## src/rtl/eth_gen_macros.svh

```systemverilog
// protocol constants for the GMII receive frame generator
// include in any RTL file that needs byte values, frame sizes or CRC parameters

`ifndef ETH_GEN_MACROS_SVH
`define ETH_GEN_MACROS_SVH

// -------------------------------------------------------------------------
// line byte values
// -------------------------------------------------------------------------
`define ETH_PREAMBLE_BYTE  8'h55
`define ETH_SFD_BYTE       8'hD5
// sfd with a corrupted high nibble, flags a preamble error at the MAC
`define ETH_SFD_ERR_BYTE   8'hF5

// 802.1Q tag protocol id
`define ETH_VLAN_TPID      16'h8100

// -------------------------------------------------------------------------
// frame size
// -------------------------------------------------------------------------
// dst through last pad byte, fcs not counted
`define ETH_MIN_FRAME      16'd60

// -------------------------------------------------------------------------
// CRC-32 as in IEEE 802.3
// -------------------------------------------------------------------------
`define ETH_CRC_POLY       32'h04C1_1DB7
`define ETH_CRC_INIT       32'hFFFF_FFFF   // all ones start value

`endif

```

## src/rtl/eth_frame_pkg.sv

```systemverilog
// frame level types of the GMII receive frame generator
// the command that describes one frame and the per-byte position record
// that the sequencer hands to both byte sources

package eth_frame_pkg;

   typedef logic [7:0]  octet_t;      // one byte on the line
   typedef logic [47:0] mac_addr_t;
   typedef logic [15:0] word16_t;     // length, type, tag control or gap count

   // frame command, captured once per frame at the start strobe
   typedef struct packed {
      mac_addr_t  dst;
      mac_addr_t  src;
      logic       mac_reverse;   // addresses high byte first
      logic [4:0] prmble_len;    // 0 sends the sfd right away
      logic       vlan_en;
      word16_t    vlan_ctl;
      word16_t    len;           // payload bytes
      word16_t    frmtype;       // non-zero replaces len on the line
      octet_t     cntstart;
      octet_t     cntstep;
      word16_t    ipg_len;       // idle cycles after the fcs
      logic       pad_en;
      logic       prmbl_err;
      logic       payload_err;
      logic       crc_err;
   } frame_cmd_t;

   // field that a byte belongs to
   typedef enum logic [3:0] {
      FLD_IDLE,
      FLD_PREAMBLE,
      FLD_SFD,
      FLD_DST,
      FLD_SRC,
      FLD_TAG,
      FLD_LEN,
      FLD_PAYLOAD,
      FLD_PAD,
      FLD_CRC
   } field_kind_e;

   typedef struct packed {
      field_kind_e kind;
      word16_t     idx;    // byte index within the field
      logic        last;   // last byte of the field
      logic        sof;    // first byte of the frame on the line
      logic        eof;    // last fcs byte
   } field_pos_t;

endpackage

```

## src/rtl/gmii_pkg.sv

```systemverilog
// GMII side types of the frame generator
// the header byte lane between the header source and the transmit stage
// and the CRC register

package gmii_pkg;

   import eth_frame_pkg::*;

   typedef logic [31:0] crc_t;

   // one registered header byte with its field kind and frame flags
   typedef struct packed {
      octet_t      data;
      field_kind_e kind;   // steers the byte select downstream
      logic        sof;
      logic        eof;
   } lane_byte_t;

endpackage

```

## src/rtl/frame_sequencer.sv

```systemverilog
// frame sequencer of the GMII receive frame generator
// takes a command on start_i while done_o is high, then emits one field
// position per cycle from the next edge on, followed by the inter-packet gap
// done_o returns high once the gap has been seen at the GMII outputs

`timescale 1ns/1ns
`include "eth_gen_macros.svh"

module frame_sequencer
   import eth_frame_pkg::*;
(
   input  logic       rx_clk_gen,
   input  logic       reset,
   input  logic       start_i,
   input  frame_cmd_t cmd_i,
   output frame_cmd_t cmd_o,
   output field_pos_t pos_o,
   output logic       done_o
);

   typedef enum logic [3:0] {
      S_IDLE, S_PRE, S_SFD, S_DST, S_SRC, S_TAG, S_LEN, S_PAY, S_PAD, S_CRC, S_IPG
   } seq_state_e;

   seq_state_e  state;
   seq_state_e  next_field;
   word16_t     idx;
   word16_t     frame_cnt;    // 0 at first dst byte
   logic [16:0] gap_cnt;
   logic        field_last;
   logic        pad_needed;
   logic        frame_first;
   logic        frame_last;
   logic        start_ok;
   field_kind_e kind;

   assign start_ok    = start_i & done_o;
   assign pad_needed  = cmd_o.pad_en & (frame_cnt < `ETH_MIN_FRAME - 16'd1);
   assign frame_first = ((state == S_PRE) && (idx == 16'd0)) ||
                        ((state == S_SFD) && (cmd_o.prmble_len == 5'd0));
   assign frame_last  = (state == S_CRC) & field_last;

   // -------------------------------------------------------------------------
   // field decode
   // -------------------------------------------------------------------------
   always_comb
   begin
      case (state)
         S_PRE:        field_last = (idx == {11'd0, cmd_o.prmble_len} - 16'd1);
         S_SFD:        field_last = 1'b1;
         S_DST, S_SRC: field_last = (idx == 16'd5);
         S_TAG, S_CRC: field_last = (idx == 16'd3);
         S_LEN:        field_last = (idx == 16'd1);
         S_PAY:        field_last = (idx == cmd_o.len - 16'd1);
         S_PAD:        field_last = (frame_cnt == `ETH_MIN_FRAME - 16'd1);
         default:      field_last = 1'b0;
      endcase
   end

   always_comb
   begin
      case (state)
         S_PRE:   next_field = S_SFD;
         S_SFD:   next_field = S_DST;
         S_DST:   next_field = S_SRC;
         S_SRC:   next_field = cmd_o.vlan_en ? S_TAG : S_LEN;
         S_TAG:   next_field = S_LEN;
         S_LEN:
         begin
            if (cmd_o.len != 16'd0)
               next_field = S_PAY;
            else
               next_field = pad_needed ? S_PAD : S_CRC;   // zero length frame
         end
         S_PAY:   next_field = pad_needed ? S_PAD : S_CRC;
         S_PAD:   next_field = S_CRC;
         S_CRC:   next_field = S_IPG;
         default: next_field = S_IDLE;
      endcase
   end

   always_comb
   begin
      case (state)
         S_PRE:   kind = FLD_PREAMBLE;
         S_SFD:   kind = FLD_SFD;
         S_DST:   kind = FLD_DST;
         S_SRC:   kind = FLD_SRC;
         S_TAG:   kind = FLD_TAG;
         S_LEN:   kind = FLD_LEN;
         S_PAY:   kind = FLD_PAYLOAD;
         S_PAD:   kind = FLD_PAD;
         S_CRC:   kind = FLD_CRC;
         default: kind = FLD_IDLE;   // idle and gap
      endcase
   end

   // -------------------------------------------------------------------------
   // state machine
   // -------------------------------------------------------------------------
   always_ff @(posedge rx_clk_gen or posedge reset)
   begin
      if (reset)
      begin
         state     <= S_IDLE;
         idx       <= '0;
         frame_cnt <= '0;
         gap_cnt   <= '0;
         done_o    <= 1'b1;
      end
      else
      begin
         case (state)
            S_IDLE:
            begin
               if (start_ok)
               begin
                  state  <= (cmd_i.prmble_len != 5'd0) ? S_PRE : S_SFD;
                  done_o <= 1'b0;
               end
               idx <= '0;
            end
            S_IPG:
            begin
               if (gap_cnt == 17'd0)
               begin
                  state  <= S_IDLE;
                  done_o <= 1'b1;
               end
               else
                  gap_cnt <= gap_cnt - 17'd1;
            end
            default:
            begin
               if (field_last)
               begin
                  state <= next_field;
                  idx   <= '0;
               end
               else
                  idx <= idx + 16'd1;
               if (state == S_SFD)
                  frame_cnt <= '0;
               else if (frame_cnt != 16'hFFFF)
                  frame_cnt <= frame_cnt + 16'd1;
               // two extra cycles cover the source and tx stage latency
               gap_cnt <= {1'b0, cmd_o.ipg_len} + 17'd2;
            end
         endcase
      end
   end

   always_ff @(posedge rx_clk_gen or posedge reset)
   begin
      if (reset)
         cmd_o <= '0;
      else if (start_ok)
         cmd_o <= cmd_i;   // held for the whole frame
   end

   always_ff @(posedge rx_clk_gen or posedge reset)
   begin
      if (reset)
         pos_o <= '{kind: FLD_IDLE, idx: '0, last: 1'b0, sof: 1'b0, eof: 1'b0};
      else
      begin
         pos_o.kind <= kind;
         pos_o.idx  <= idx;
         pos_o.last <= field_last;
         pos_o.sof  <= frame_first;
         pos_o.eof  <= frame_last;
      end
   end

endmodule

```

## src/rtl/header_field_source.sv

```systemverilog
// header byte source of the GMII receive frame generator
// turns each field position into its header byte: preamble, sfd, addresses,
// VLAN tag, length or type, and pad; payload and fcs positions carry zero
// the byte is registered together with its kind and frame flags

`timescale 1ns/1ns
`include "eth_gen_macros.svh"

module header_field_source
   import eth_frame_pkg::*;
   import gmii_pkg::*;
(
   input  logic       rx_clk_gen,
   input  logic       reset,
   input  frame_cmd_t cmd_i,
   input  field_pos_t pos_i,
   output lane_byte_t hdr_lane_o
);

   octet_t      hdr_byte;
   logic [5:0]  addr_lsb;    // bit offset of the address byte
   logic [4:0]  tag_lsb;
   logic [31:0] tag_word;
   word16_t     type_len;

   assign addr_lsb = cmd_i.mac_reverse ? 6'd40 - {pos_i.idx[2:0], 3'b000}
                                       : {pos_i.idx[2:0], 3'b000};
   assign tag_word = {`ETH_VLAN_TPID, cmd_i.vlan_ctl};
   assign tag_lsb  = 5'd24 - {pos_i.idx[1:0], 3'b000};   // tpid high byte first
   assign type_len = (cmd_i.frmtype != 16'd0) ? cmd_i.frmtype : cmd_i.len;

   always_comb
   begin
      case (pos_i.kind)
         FLD_PREAMBLE: hdr_byte = `ETH_PREAMBLE_BYTE;
         FLD_SFD:      hdr_byte = cmd_i.prmbl_err ? `ETH_SFD_ERR_BYTE : `ETH_SFD_BYTE;
         FLD_DST:      hdr_byte = cmd_i.dst[addr_lsb +: 8];
         FLD_SRC:      hdr_byte = cmd_i.src[addr_lsb +: 8];
         FLD_TAG:      hdr_byte = tag_word[tag_lsb +: 8];
         FLD_LEN:      hdr_byte = pos_i.idx[0] ? type_len[7:0] : type_len[15:8];
         default:      hdr_byte = 8'h00;   // pad, idle, payload and crc slots
      endcase
   end

   always_ff @(posedge rx_clk_gen or posedge reset)
   begin
      if (reset)
         hdr_lane_o <= '{data: 8'h00, kind: FLD_IDLE, sof: 1'b0, eof: 1'b0};
      else
      begin
         hdr_lane_o.data <= hdr_byte;
         hdr_lane_o.kind <= pos_i.kind;
         hdr_lane_o.sof  <= pos_i.sof;
         hdr_lane_o.eof  <= pos_i.eof;
      end
   end

endmodule

```

## src/rtl/payload_pattern_gen.sv

```systemverilog
// payload byte source of the GMII receive frame generator
// byte 0 is cntstart, byte 1 is cntstep, then a counter that starts at
// cntstart and advances by cntstep; a payload error repeats the byte before
// the last one; runs in step with the header source

`timescale 1ns/1ns

module payload_pattern_gen
   import eth_frame_pkg::*;
(
   input  logic       rx_clk_gen,
   input  logic       reset,
   input  frame_cmd_t cmd_i,
   input  field_pos_t pos_i,
   output octet_t     pay_byte_o
);

   octet_t run_cnt;   // next pattern byte from index 2 on

   always_ff @(posedge rx_clk_gen or posedge reset)
   begin
      if (reset)
      begin
         pay_byte_o <= 8'h00;
         run_cnt    <= 8'h00;
      end
      else if (pos_i.kind == FLD_PAYLOAD)
      begin
         if (pos_i.last && cmd_i.payload_err)
            pay_byte_o <= pay_byte_o;   // repeat previous, breaks pattern
         else if (pos_i.idx == 16'd0)
            pay_byte_o <= cmd_i.cntstart;
         else if (pos_i.idx == 16'd1)
            pay_byte_o <= cmd_i.cntstep;
         else
            pay_byte_o <= run_cnt;

         if (pos_i.idx == 16'd0)
            run_cnt <= cmd_i.cntstart;
         else if (pos_i.idx != 16'd1)
            run_cnt <= run_cnt + cmd_i.cntstep;   // wraps mod 256
      end
      else
         pay_byte_o <= 8'h00;
   end

endmodule

```

## src/rtl/gmii_tx_stage.sv

```systemverilog
// transmit stage of the GMII receive frame generator
// selects the header or payload byte, runs the CRC-32 over dst through pad
// and replaces the four fcs slots with the complemented, reflected CRC
// all GMII outputs leave from registers

`timescale 1ns/1ns
`include "eth_gen_macros.svh"

module gmii_tx_stage
   import eth_frame_pkg::*;
   import gmii_pkg::*;
(
   input  logic       rx_clk_gen,
   input  logic       reset,
   input  logic       crc_err_i,
   input  lane_byte_t hdr_lane_i,
   input  octet_t     pay_byte_i,
   output octet_t     rxd_o,
   output logic       rx_dv_o,
   output logic       sop_o,
   output logic       eop_o
);

   crc_t       crc;
   logic [1:0] crc_cnt;     // fcs byte number
   octet_t     crc_byte;
   octet_t     tx_byte;
   logic       crc_cover;

   // bit serial update, data lsb first
   function automatic crc_t crc_step(input crc_t crc_in, input octet_t data);
      crc_t c;
      c = crc_in;
      for (int i = 0; i < 8; i++)
      begin
         if (data[i] ^ c[31])
            c = (c << 1) ^ `ETH_CRC_POLY;
         else
            c = c << 1;
      end
      return c;
   endfunction

   assign crc_cover = hdr_lane_i.kind inside
                      {FLD_DST, FLD_SRC, FLD_TAG, FLD_LEN, FLD_PAYLOAD, FLD_PAD};

   always_comb
   begin
      for (int i = 0; i < 8; i++)
         crc_byte[i] = ~crc[31 - i];   // crc msb goes out first on bit 0
      case (hdr_lane_i.kind)
         FLD_PAYLOAD: tx_byte = pay_byte_i;
         FLD_CRC:     tx_byte = (crc_err_i && crc_cnt == 2'd2) ? ~crc_byte : crc_byte;
         default:     tx_byte = hdr_lane_i.data;
      endcase
   end

   always_ff @(posedge rx_clk_gen or posedge reset)
   begin
      if (reset)
      begin
         crc     <= `ETH_CRC_INIT;
         crc_cnt <= 2'd0;
      end
      else
      begin
         if (hdr_lane_i.kind == FLD_SFD)
            crc <= `ETH_CRC_INIT;   // fresh start for the first dst byte
         else if (crc_cover)
            crc <= crc_step(crc, tx_byte);
         else if (hdr_lane_i.kind == FLD_CRC)
            crc <= crc << 8;   // next fcs byte to the top
         crc_cnt <= (hdr_lane_i.kind == FLD_CRC) ? crc_cnt + 2'd1 : 2'd0;
      end
   end

   // -------------------------------------------------------------------------
   // GMII output registers
   // -------------------------------------------------------------------------
   always_ff @(posedge rx_clk_gen or posedge reset)
   begin
      if (reset)
      begin
         rxd_o   <= 8'h00;
         rx_dv_o <= 1'b0;
         sop_o   <= 1'b0;
         eop_o   <= 1'b0;
      end
      else
      begin
         rxd_o   <= tx_byte;
         rx_dv_o <= (hdr_lane_i.kind != FLD_IDLE);
         sop_o   <= hdr_lane_i.sof;
         eop_o   <= hdr_lane_i.eof;
      end
   end

endmodule

```

## src/rtl/gmii_frame_gen.sv

```systemverilog
// GMII receive frame generator, top level
// drives a MAC receive port one byte per rx_clk_gen cycle; pulse start_i
// while done_o is high to send the frame described by cmd_i
// rx_dv_o and sop_o rise three cycles after the accepted start

`timescale 1ns/1ns

module gmii_frame_gen
   import eth_frame_pkg::*;
   import gmii_pkg::*;
(
   input  logic       rx_clk_gen,
   input  logic       reset,
   input  logic       start_i,
   input  frame_cmd_t cmd_i,
   output octet_t     rxd_o,
   output logic       rx_dv_o,
   output logic       sop_o,
   output logic       eop_o,
   output logic       done_o
);

   frame_cmd_t frame_cmd;   // held command of the running frame
   field_pos_t pos;
   lane_byte_t hdr_lane;
   octet_t     pay_byte;

   frame_sequencer i_frame_sequencer (
      .rx_clk_gen (rx_clk_gen),
      .reset      (reset),
      .start_i    (start_i),
      .cmd_i      (cmd_i),
      .cmd_o      (frame_cmd),
      .pos_o      (pos),
      .done_o     (done_o)
   );

   // both sources see the same position in the same cycle
   header_field_source i_header_field_source (
      .rx_clk_gen (rx_clk_gen),
      .reset      (reset),
      .cmd_i      (frame_cmd),
      .pos_i      (pos),
      .hdr_lane_o (hdr_lane)
   );

   payload_pattern_gen i_payload_pattern_gen (
      .rx_clk_gen (rx_clk_gen),
      .reset      (reset),
      .cmd_i      (frame_cmd),
      .pos_i      (pos),
      .pay_byte_o (pay_byte)
   );

   gmii_tx_stage i_gmii_tx_stage (
      .rx_clk_gen (rx_clk_gen),
      .reset      (reset),
      .crc_err_i  (frame_cmd.crc_err),
      .hdr_lane_i (hdr_lane),
      .pay_byte_i (pay_byte),
      .rxd_o      (rxd_o),
      .rx_dv_o    (rx_dv_o),
      .sop_o      (sop_o),
      .eop_o      (eop_o)
   );

endmodule

```

## config.mk

```make
export PLATFORM = sky130hd
export DESIGN_NAME = gmii_frame_gen
export DESIGN_NICKNAME = d
export VERILOG_FILES = /design/src/rtl/eth_frame_pkg.sv /design/src/rtl/gmii_pkg.sv /design/src/rtl/frame_sequencer.sv /design/src/rtl/header_field_source.sv /design/src/rtl/payload_pattern_gen.sv /design/src/rtl/gmii_tx_stage.sv /design/src/rtl/gmii_frame_gen.sv
export VERILOG_INCLUDE_DIRS = /design/src /design/src/rtl
export SDC_FILE = /design/constraint.sdc
export NUM_CORES = 1
export LEC_CHECK = 0
export BUFFER_PORTS_ARGS = -buffer_cell sky130_fd_sc_hd__buf_4
export CAP_MARGIN = 30
export CORE_ASPECT_RATIO = 0.8
export CORE_UTILIZATION = 25
export CTS_CLUSTER_SIZE = 16
export DETAILED_ROUTE_END_ITERATION = 10
export MAX_ROUTING_LAYER = met4
export PLACE_DENSITY_LB_ADDON = 0.08
export SYNTH_ARGS = -nofsm -noshare
export SYNTH_HDL_FRONTEND = slang
export SYNTH_SLANG_ARGS = --single-unit
export TNS_END_PERCENT = 100
```

## constraint.sdc

```tcl
create_clock -name rx_clk_gen -period 14.8 [get_ports rx_clk_gen]
set_input_delay 1.48 -clock rx_clk_gen [delete_from_list [all_inputs] [get_ports rx_clk_gen]]
set_output_delay 1.48 -clock rx_clk_gen [all_outputs]
set_load 0.005 [all_outputs]
```

# Word-level counts from Yosys, hierarchy flattened
# Memories as Yosys holds them, arrays and structs flattened. A register that Yosys moved wholly into a read port is not among the register bits.
# Index checks and enable logic that the tools add are counted.
# Widths: inputs -> output; s select.
totals:
  out_inout_bits: 12
  n_memories: 1
  regBits: 335
  rom_bits: 64
memory_table:
  columns: ["memory", "words", "width", "rd", "rd_clocked_by_memory_dff", "wr", "line", "source"]
  rows:
  - ["(no name shown)", 16, 4, 1, 1, 0, "frame_sequencer.sv:84", "case (state)"]
op_classes:
  reduce_logical: 28
  muxes: 58
  bitwise_logic: 30
  n_eq_ne: 39
  shift: 3
  add_sub_neg: 10
  magnitude_cmp: 1
ops:
  columns: ["op", "count"]
  rows:
  - ["$mux 32", 17]
  - ["$mux 27", 8]
  - ["$not 14->14", 8]
  - ["$shiftx 48x7->8", 2]
  - ["$mux 16", 4]
  - ["$mux 8", 8]
  - ["$eq 4x3->1 const B", 12]
  - ["$pmux 8 s6", 1]
  - ["$pmux 4 s9", 1]
  - ["$pmux 17 s2", 1]
  - ["$add 16x1->16 const B", 2]
  - ["$eq 16x1->1 const B", 2]
  - ["$eq 16x16->1", 2]
  - ["$logic_not 16->1", 2]
  - ["$pmux 16 s2", 1]
  - ["$reduce_bool 16->1", 2]
  - ["$shiftx 32x6->8", 1]
  - ["$eq 4x2->1 const B", 6]
  - ["$eq 4x4->1 const B", 5]
  - ["$add 16x2->17 const B", 1]
  - ["$logic_not 17->1", 1]
  - ["$mux 17", 1]
  - ["$sub 17x1->17 const B", 1]
  - ["$eq 16x2->1 const B", 1]
  - ["39 further kinds", 79]

# Longest topological paths before layout
logic_depth:
  depth_word: 36
  depth_mapped: 12
  depth_no_buf: 12

# Hierarchy
# From an unflattened synthesis, not the netlist that was laid out.
hier_totals:
  cells_unflattened: 1597
  area_unflattened_um2: 17650.7
modules_own_cells:
  columns: ["module", "n_inst", "seq_area_each_um2", "cells_each", "area_each_um2"]
  rows:
  - ["frame_sequencer", 1, 6607.6, 976, 11746.3]
  - ["gmii_tx_stage", 1, 1166.1, 307, 2969.1]
  - ["header_field_source", 1, 350.3, 180, 1800.5]
  - ["payload_pattern_gen", 1, 400.4, 134, 1134.8]

# Least setup slack after synthesis
# OpenSTA, ideal clock, no wires.
synth_path:
  kind: "register -> register"
  startpoint: "register i_frame_sequencer.cmd_o[54] (netlist name)"
  endpoint: "register i_frame_sequencer.idx[12]"
  path_slack_ns: 11.610
  setup_time_ns: 0.124
  required_ns: 14.676
  arrival_ns: 3.066
  n_path_buf: 2
  stages_incl_launch_ff: 12
  cell_sequence: "dfrtp_1 > buf_2 > or4_4 > or2_4 > or4_1 > xnor2_1 > a41oi_1 > o32a_1 > o31ai_4 > buf_6 > nor3_1 > a211o_1"
synth_between:
  elab_chain_cells: 5
synth_rtl:
  columns: ["item", "line", "source"]
  rows:
  - ["start: declaration", "frame_sequencer.sv:16", "output frame_cmd_t cmd_o,"]
  - ["start signal: assignment", "frame_sequencer.sv:158", "cmd_o <= cmd_i;"]
  - ["$sub 16x1->16", "frame_sequencer.sv:54", "S_PAY: field_last = (idx == cmd_o.len - 16'd1);"]
  - ["$eq 16x16->1", "frame_sequencer.sv:54", null]
  - ["$pmux 1 s7", "frame_sequencer.sv:48", "case (state)"]
  - ["$mux 16", "frame_sequencer.sv:135", "if (field_last)"]
  - ["$pmux 16 s2", "frame_sequencer.sv:113", "case (state)"]
  - ["end signal: assignment", "frame_sequencer.sv:141", "idx <= idx + 16'd1;"]
  - ["end: declaration", "frame_sequencer.sv:27", "word16_t idx;"]
# Every way passes these cells.
# A chain may end at the register's enable or synchronous reset.

# Worst setup path in the final report
layout_path:
  startpoint: "register i_frame_sequencer.state[3]"
  endpoint: "register i_frame_sequencer.state[1]"
layout_between:
  elab_chain_cells: 5
layout_rtl:
  columns: ["item", "line", "source"]
  rows:
  - ["start: declaration", "frame_sequencer.sv:25", "seq_state_e state;"]
  - ["start signal: assignment", "frame_sequencer.sv:118", "state <= (cmd_i.prmble_len != 5'd0) ? S_PRE : S_SFD;"]
  - ["start signal: assignment", "frame_sequencer.sv:137", "state <= next_field;"]
  - ["$eq 4x3->1 (tied with other cells)", "frame_sequencer.sv:48, frame_sequencer.sv:62", null]
  - ["$reduce_or 2->1", "frame_sequencer.sv:48", null]
  - ["$pmux 1 s7", "frame_sequencer.sv:48", null]
  - ["$reduce_bool 3->1 (no source line)", null, null]
  - ["$reduce_and 3->1 (no source line)", null, null]
# Parallel ways exist; a longest one is shown, timed or not. The select of a mux whose other input is x is not followed.

==> run_results.csv <==
group,metric,value,unit
clock_tree,cts_resized,0,
global_routing,grt_first_pass_wirelength,82.4,mm
sta,final.setup.tns,0,ns
sta,slew_viol_final,0,
sta,finalWorstSetupSlack,10.45,ns
critical_path,r2r_slack,10.45,ns
die,die_h,238,um
synth,synth.distinct_cells,80,
critical_path,crit_path_start_kind,"flip-flop",
final_layout,fin_nets,1941,
sta,max_freq,230,MHz
clock_tree,cts_sinks,339,
synth,yosysTopAreaCellShare,44.1,%
clock_tree,ctsHoldBuffers,0,
sta,worstMarginPinSlew,0.939,ns
drt,vias,12600,
clock_tree,clk_path_buf_depth,3,
clock_tree,cts_htree_levels,2,
synth,syn_avg_cell_area,11.2,um2
die,die_width,297,um
sta,rsz0062_at_grt,"no",
sta,finalSetupViolCount,0,
run,max_cap_viol_count,0,
die,design.die.area,70500,um2
pwr,p_int,3.19,mW
critical_path,cp_max_fo,22,
global_routing,antenna_found_initial,3,
pwr,power.density,243,nW/um2
global_routing,gr-max-usage-layer,"met1",
global_routing,grt-ovfl-total,0,
critical_path,cp_slowest_stage_delay,0.82,ns
clock_tree,postCtsSetupBuffers,0,
worst_hold_path,whs_path_depth,0,
drt,totalWireLength,53.7,mm
critical_path,critical_path_required,15.24,ns
synth,ys_ff_latch,339,
sta,clock-skew-final,0.0311,ns
pwr,pwr-share-clk,20.7,%
sta,finalCriticalPeriod,4.35,ns
clock_tree,cts_tree,"yes",
final_layout,syn_to_final_growth,23.2,%
pwr,p_seq_share,33.7,%
sta,slew_headroom,37.4,%
final_layout,fillCellCount,7022,
critical_path,arrival,4.79,ns
pwr,comb_power_share,45.6,%
placement,hpwl,38.7,mm
pwr,swShare,38.7,%
die,ios,202,
global_routing,grt_max_degree,110,
synth,ys_warn_count,0,
pwr,p_leak,9.05,nW
synth,synthArstFlopShare,100,%
clock_tree,cts_buffers,42,
die,fp-row-count,86,
worst_hold_path,hp-class,"flip-flop to flip-flop",
synth,synthesis.nets,1762,
global_routing,use_met2,22.2,%
final_layout,drive_above_1_share,32.1,%
clock_tree,clk_latency,0.58,ns
placement,gp_congestion,0.779,
clock_tree,cts_root_buf,"clkbuf_16",
critical_path,r2r-start,"i_frame_sequencer.state[3]",
critical_path,critPathLaunch,"i_frame_sequencer.state[3]",
global_routing,gr-usage-all-layers,15.9,%
drt,drt_iter0_drc,704,
sta,period_share,29.4,%
synth,synth-edff-count,0,
synth,ys_top_cells_by_area,"dfrtp_1, mux2_2, dfstp_2",
drt,first_pass_iters,5,
critical_path,crit_slowest_cell,"o31ai_4",
final_layout,multiInputGateArea,8410,um2
worst_hold_path,worstHoldStart,"i_frame_sequencer.pos_o[0]",
final_layout,seqCellArea,8530,um2
final_layout,layout_common_cells,"dfrtp_1, buf_4, mux2_2",
synth,yosysSeqAreaShare,49.1,%
critical_path,reg2reg_to,"i_frame_sequencer.state[1]",
run_status,outcome,"finished, final reports clean",
global_routing,grt_util_met3,2.37,%
drt,via_per_inst,4.69,
critical_path,r2r_cells,9,
synth,synth_top_cell_by_area,"dfrtp_1",
critical_path,path_cells,"or3b_2 > o211ai_2 > nor2_1 > or3_1 > a221oi_1 > o2111ai_1 > o31ai_4 > o21ai_1 > mux2_2",
global_routing,grt_pass1_vias,13000,
global_routing,grtUsageMet1,23.8,%
placement,portBuffers,201,
critical_path,crit_path_end_kind,"flip-flop",
clock_tree,clkTransAtPathRegs,0.06,ns
final_layout,final_common_cell,"dfrtp_1",
synth,synth.cell_area,17400,um2
placement,dp_slack,10.46,ns
sta,hold_viol,0,
drt,wire_per_inst,19.9,um
critical_path,critPathKind,"flip-flop to flip-flop",
die,core_area,68800,um2
pwr,ir_drop,0.0000996,V
worst_hold_path,min_to,"i_header_field_source.hdr_lane_o[0]",
drt,drtAntennaViolNets,0,
pwr,p_sw,2.01,mW
pwr,total_power,5.20,mW
drt,drcViolationCount,0,
synth,postSynthCellCount,1555,
die,initial_core_util,25.3,%
synth,synth_flop_cell,"dfrtp_1",
## metrics by stage
step | cell area, um2 | util [%] | cells | hold slack (ns)
finish | 21400 | 31.1 | 2693 | 0.345
global route | 21400 | 31.1 | 2693 | 0.363
CTS | 21400 | 31.1 | 2692 | 0.348
detailed placement | 19900 | 29.0 | 2614 | 0.336
global placement | 19900 | 28.9 | 2611 | 0.333
floorplan | 17400 | - | 1555 | 0.331
## power groups by stage
stage | registers [mW] | clock network [mW] | logic [mW]
after floorplan | 1.59 | 0 | 1.89
after global placement | 1.76 | 0 | 2.40
after detailed placement | 1.77 | 0 | 2.41
after CTS | 1.76 | 1.12 | 2.42
after global routing | 1.82 | 1.16 | 2.64
final | 1.75 | 1.08 | 2.37
## how the worst max path moves through the flow
| stage | to | slack, ns |
|---|---|---|
| final | i_frame_sequencer.state[1] | 10.45 |
| after global routing | i_frame_sequencer.state[1] | 10.09 |
| after CTS | i_frame_sequencer.state[1] | 10.44 |
| after detailed placement | i_frame_sequencer.state[1] | 10.46 |
| after global placement | i_frame_sequencer.cmd_o[50] | 10.17 |
| after floorplan | i_frame_sequencer.cmd_o[0] | 3.98 |
## worst max-delay path, delay by kind of cell, from the launching register on
kind / cells / cell delay, ns
compound gates: 5 / 1.98
mux: 1 / 0.33
flops: 1 / 0.76
simple gates: 3 / 1.15
## synthesized netlist by cell type, types with 5 or more instances
master	instances
a211oi_1	14
a21o_1	13
a21oi_1	92
a221o_1	6
a22oi_1	5
a31oi_1	13
and2_1	10
and3_1	12
buf_1	9
buf_2	11
clkbuf_1	66
dfrtp_1	306
dfstp_2	33
ha_1	16
inv_1	31
mux2_2	190
mux2i_1	25
mux4_2	24
nand2_1	72
nand2b_1	15
nand3_1	40
nand4_1	10
nor2_1	129
nor2b_1	12
nor3_1	30
nor3b_1	5
nor4_1	21
nor4b_1	6
o21a_1	6
o21ai_0	75
o22a_1	8
o22ai_1	15
o31ai_1	13
or3_1	15
xnor2_1	73
xor2_1	48
## registers in the layout, summed over array words and instances, names as in the netlist
register / cells
i_frame_sequencer.done_o: 1
i_gmii_tx_stage.crc: 32
i_gmii_tx_stage.sop_o: 1
i_payload_pattern_gen.pay_byte_o: 8
i_frame_sequencer.pos_o: 23
i_header_field_source.hdr_lane_o: 14
i_frame_sequencer.frame_cnt: 16
i_gmii_tx_stage.rxd_o: 8
i_frame_sequencer.state: 4
i_frame_sequencer.gap_cnt: 17
i_frame_sequencer.cmd_o: 187
i_payload_pattern_gen.run_cnt: 8
i_gmii_tx_stage.crc_cnt: 2
i_gmii_tx_stage.eop_o: 1
i_gmii_tx_stage.rx_dv_o: 1
i_frame_sequencer.idx: 16
## area by class of cell
class	instances	area share, %
clock buffers	58	5.67
multi-input cells	1097	39.4
diodes	1	0.0117
repair buffers	223	8.03
clock inverters	20	1.08
flip-flops and latches	339	39.9
well taps	924	5.41
inverters	31	0.579
## per-layer routing
layer  up-vias  wire length, um
li1       6004                -
met1      6351            27800
met2       220            22800
met3        58             2060
met4         0              970
met5         -                0
## cell families after synthesis
logic type      share of synthesized area (%)
xor+xnor                                 6.74
simple gates                             11.6
fa+ha+maj                                1.27
buf+inv                                  2.74
compound gates                           11.7
flops                                    49.1
mux                                      16.9
(Power assumes the default switching activity.)
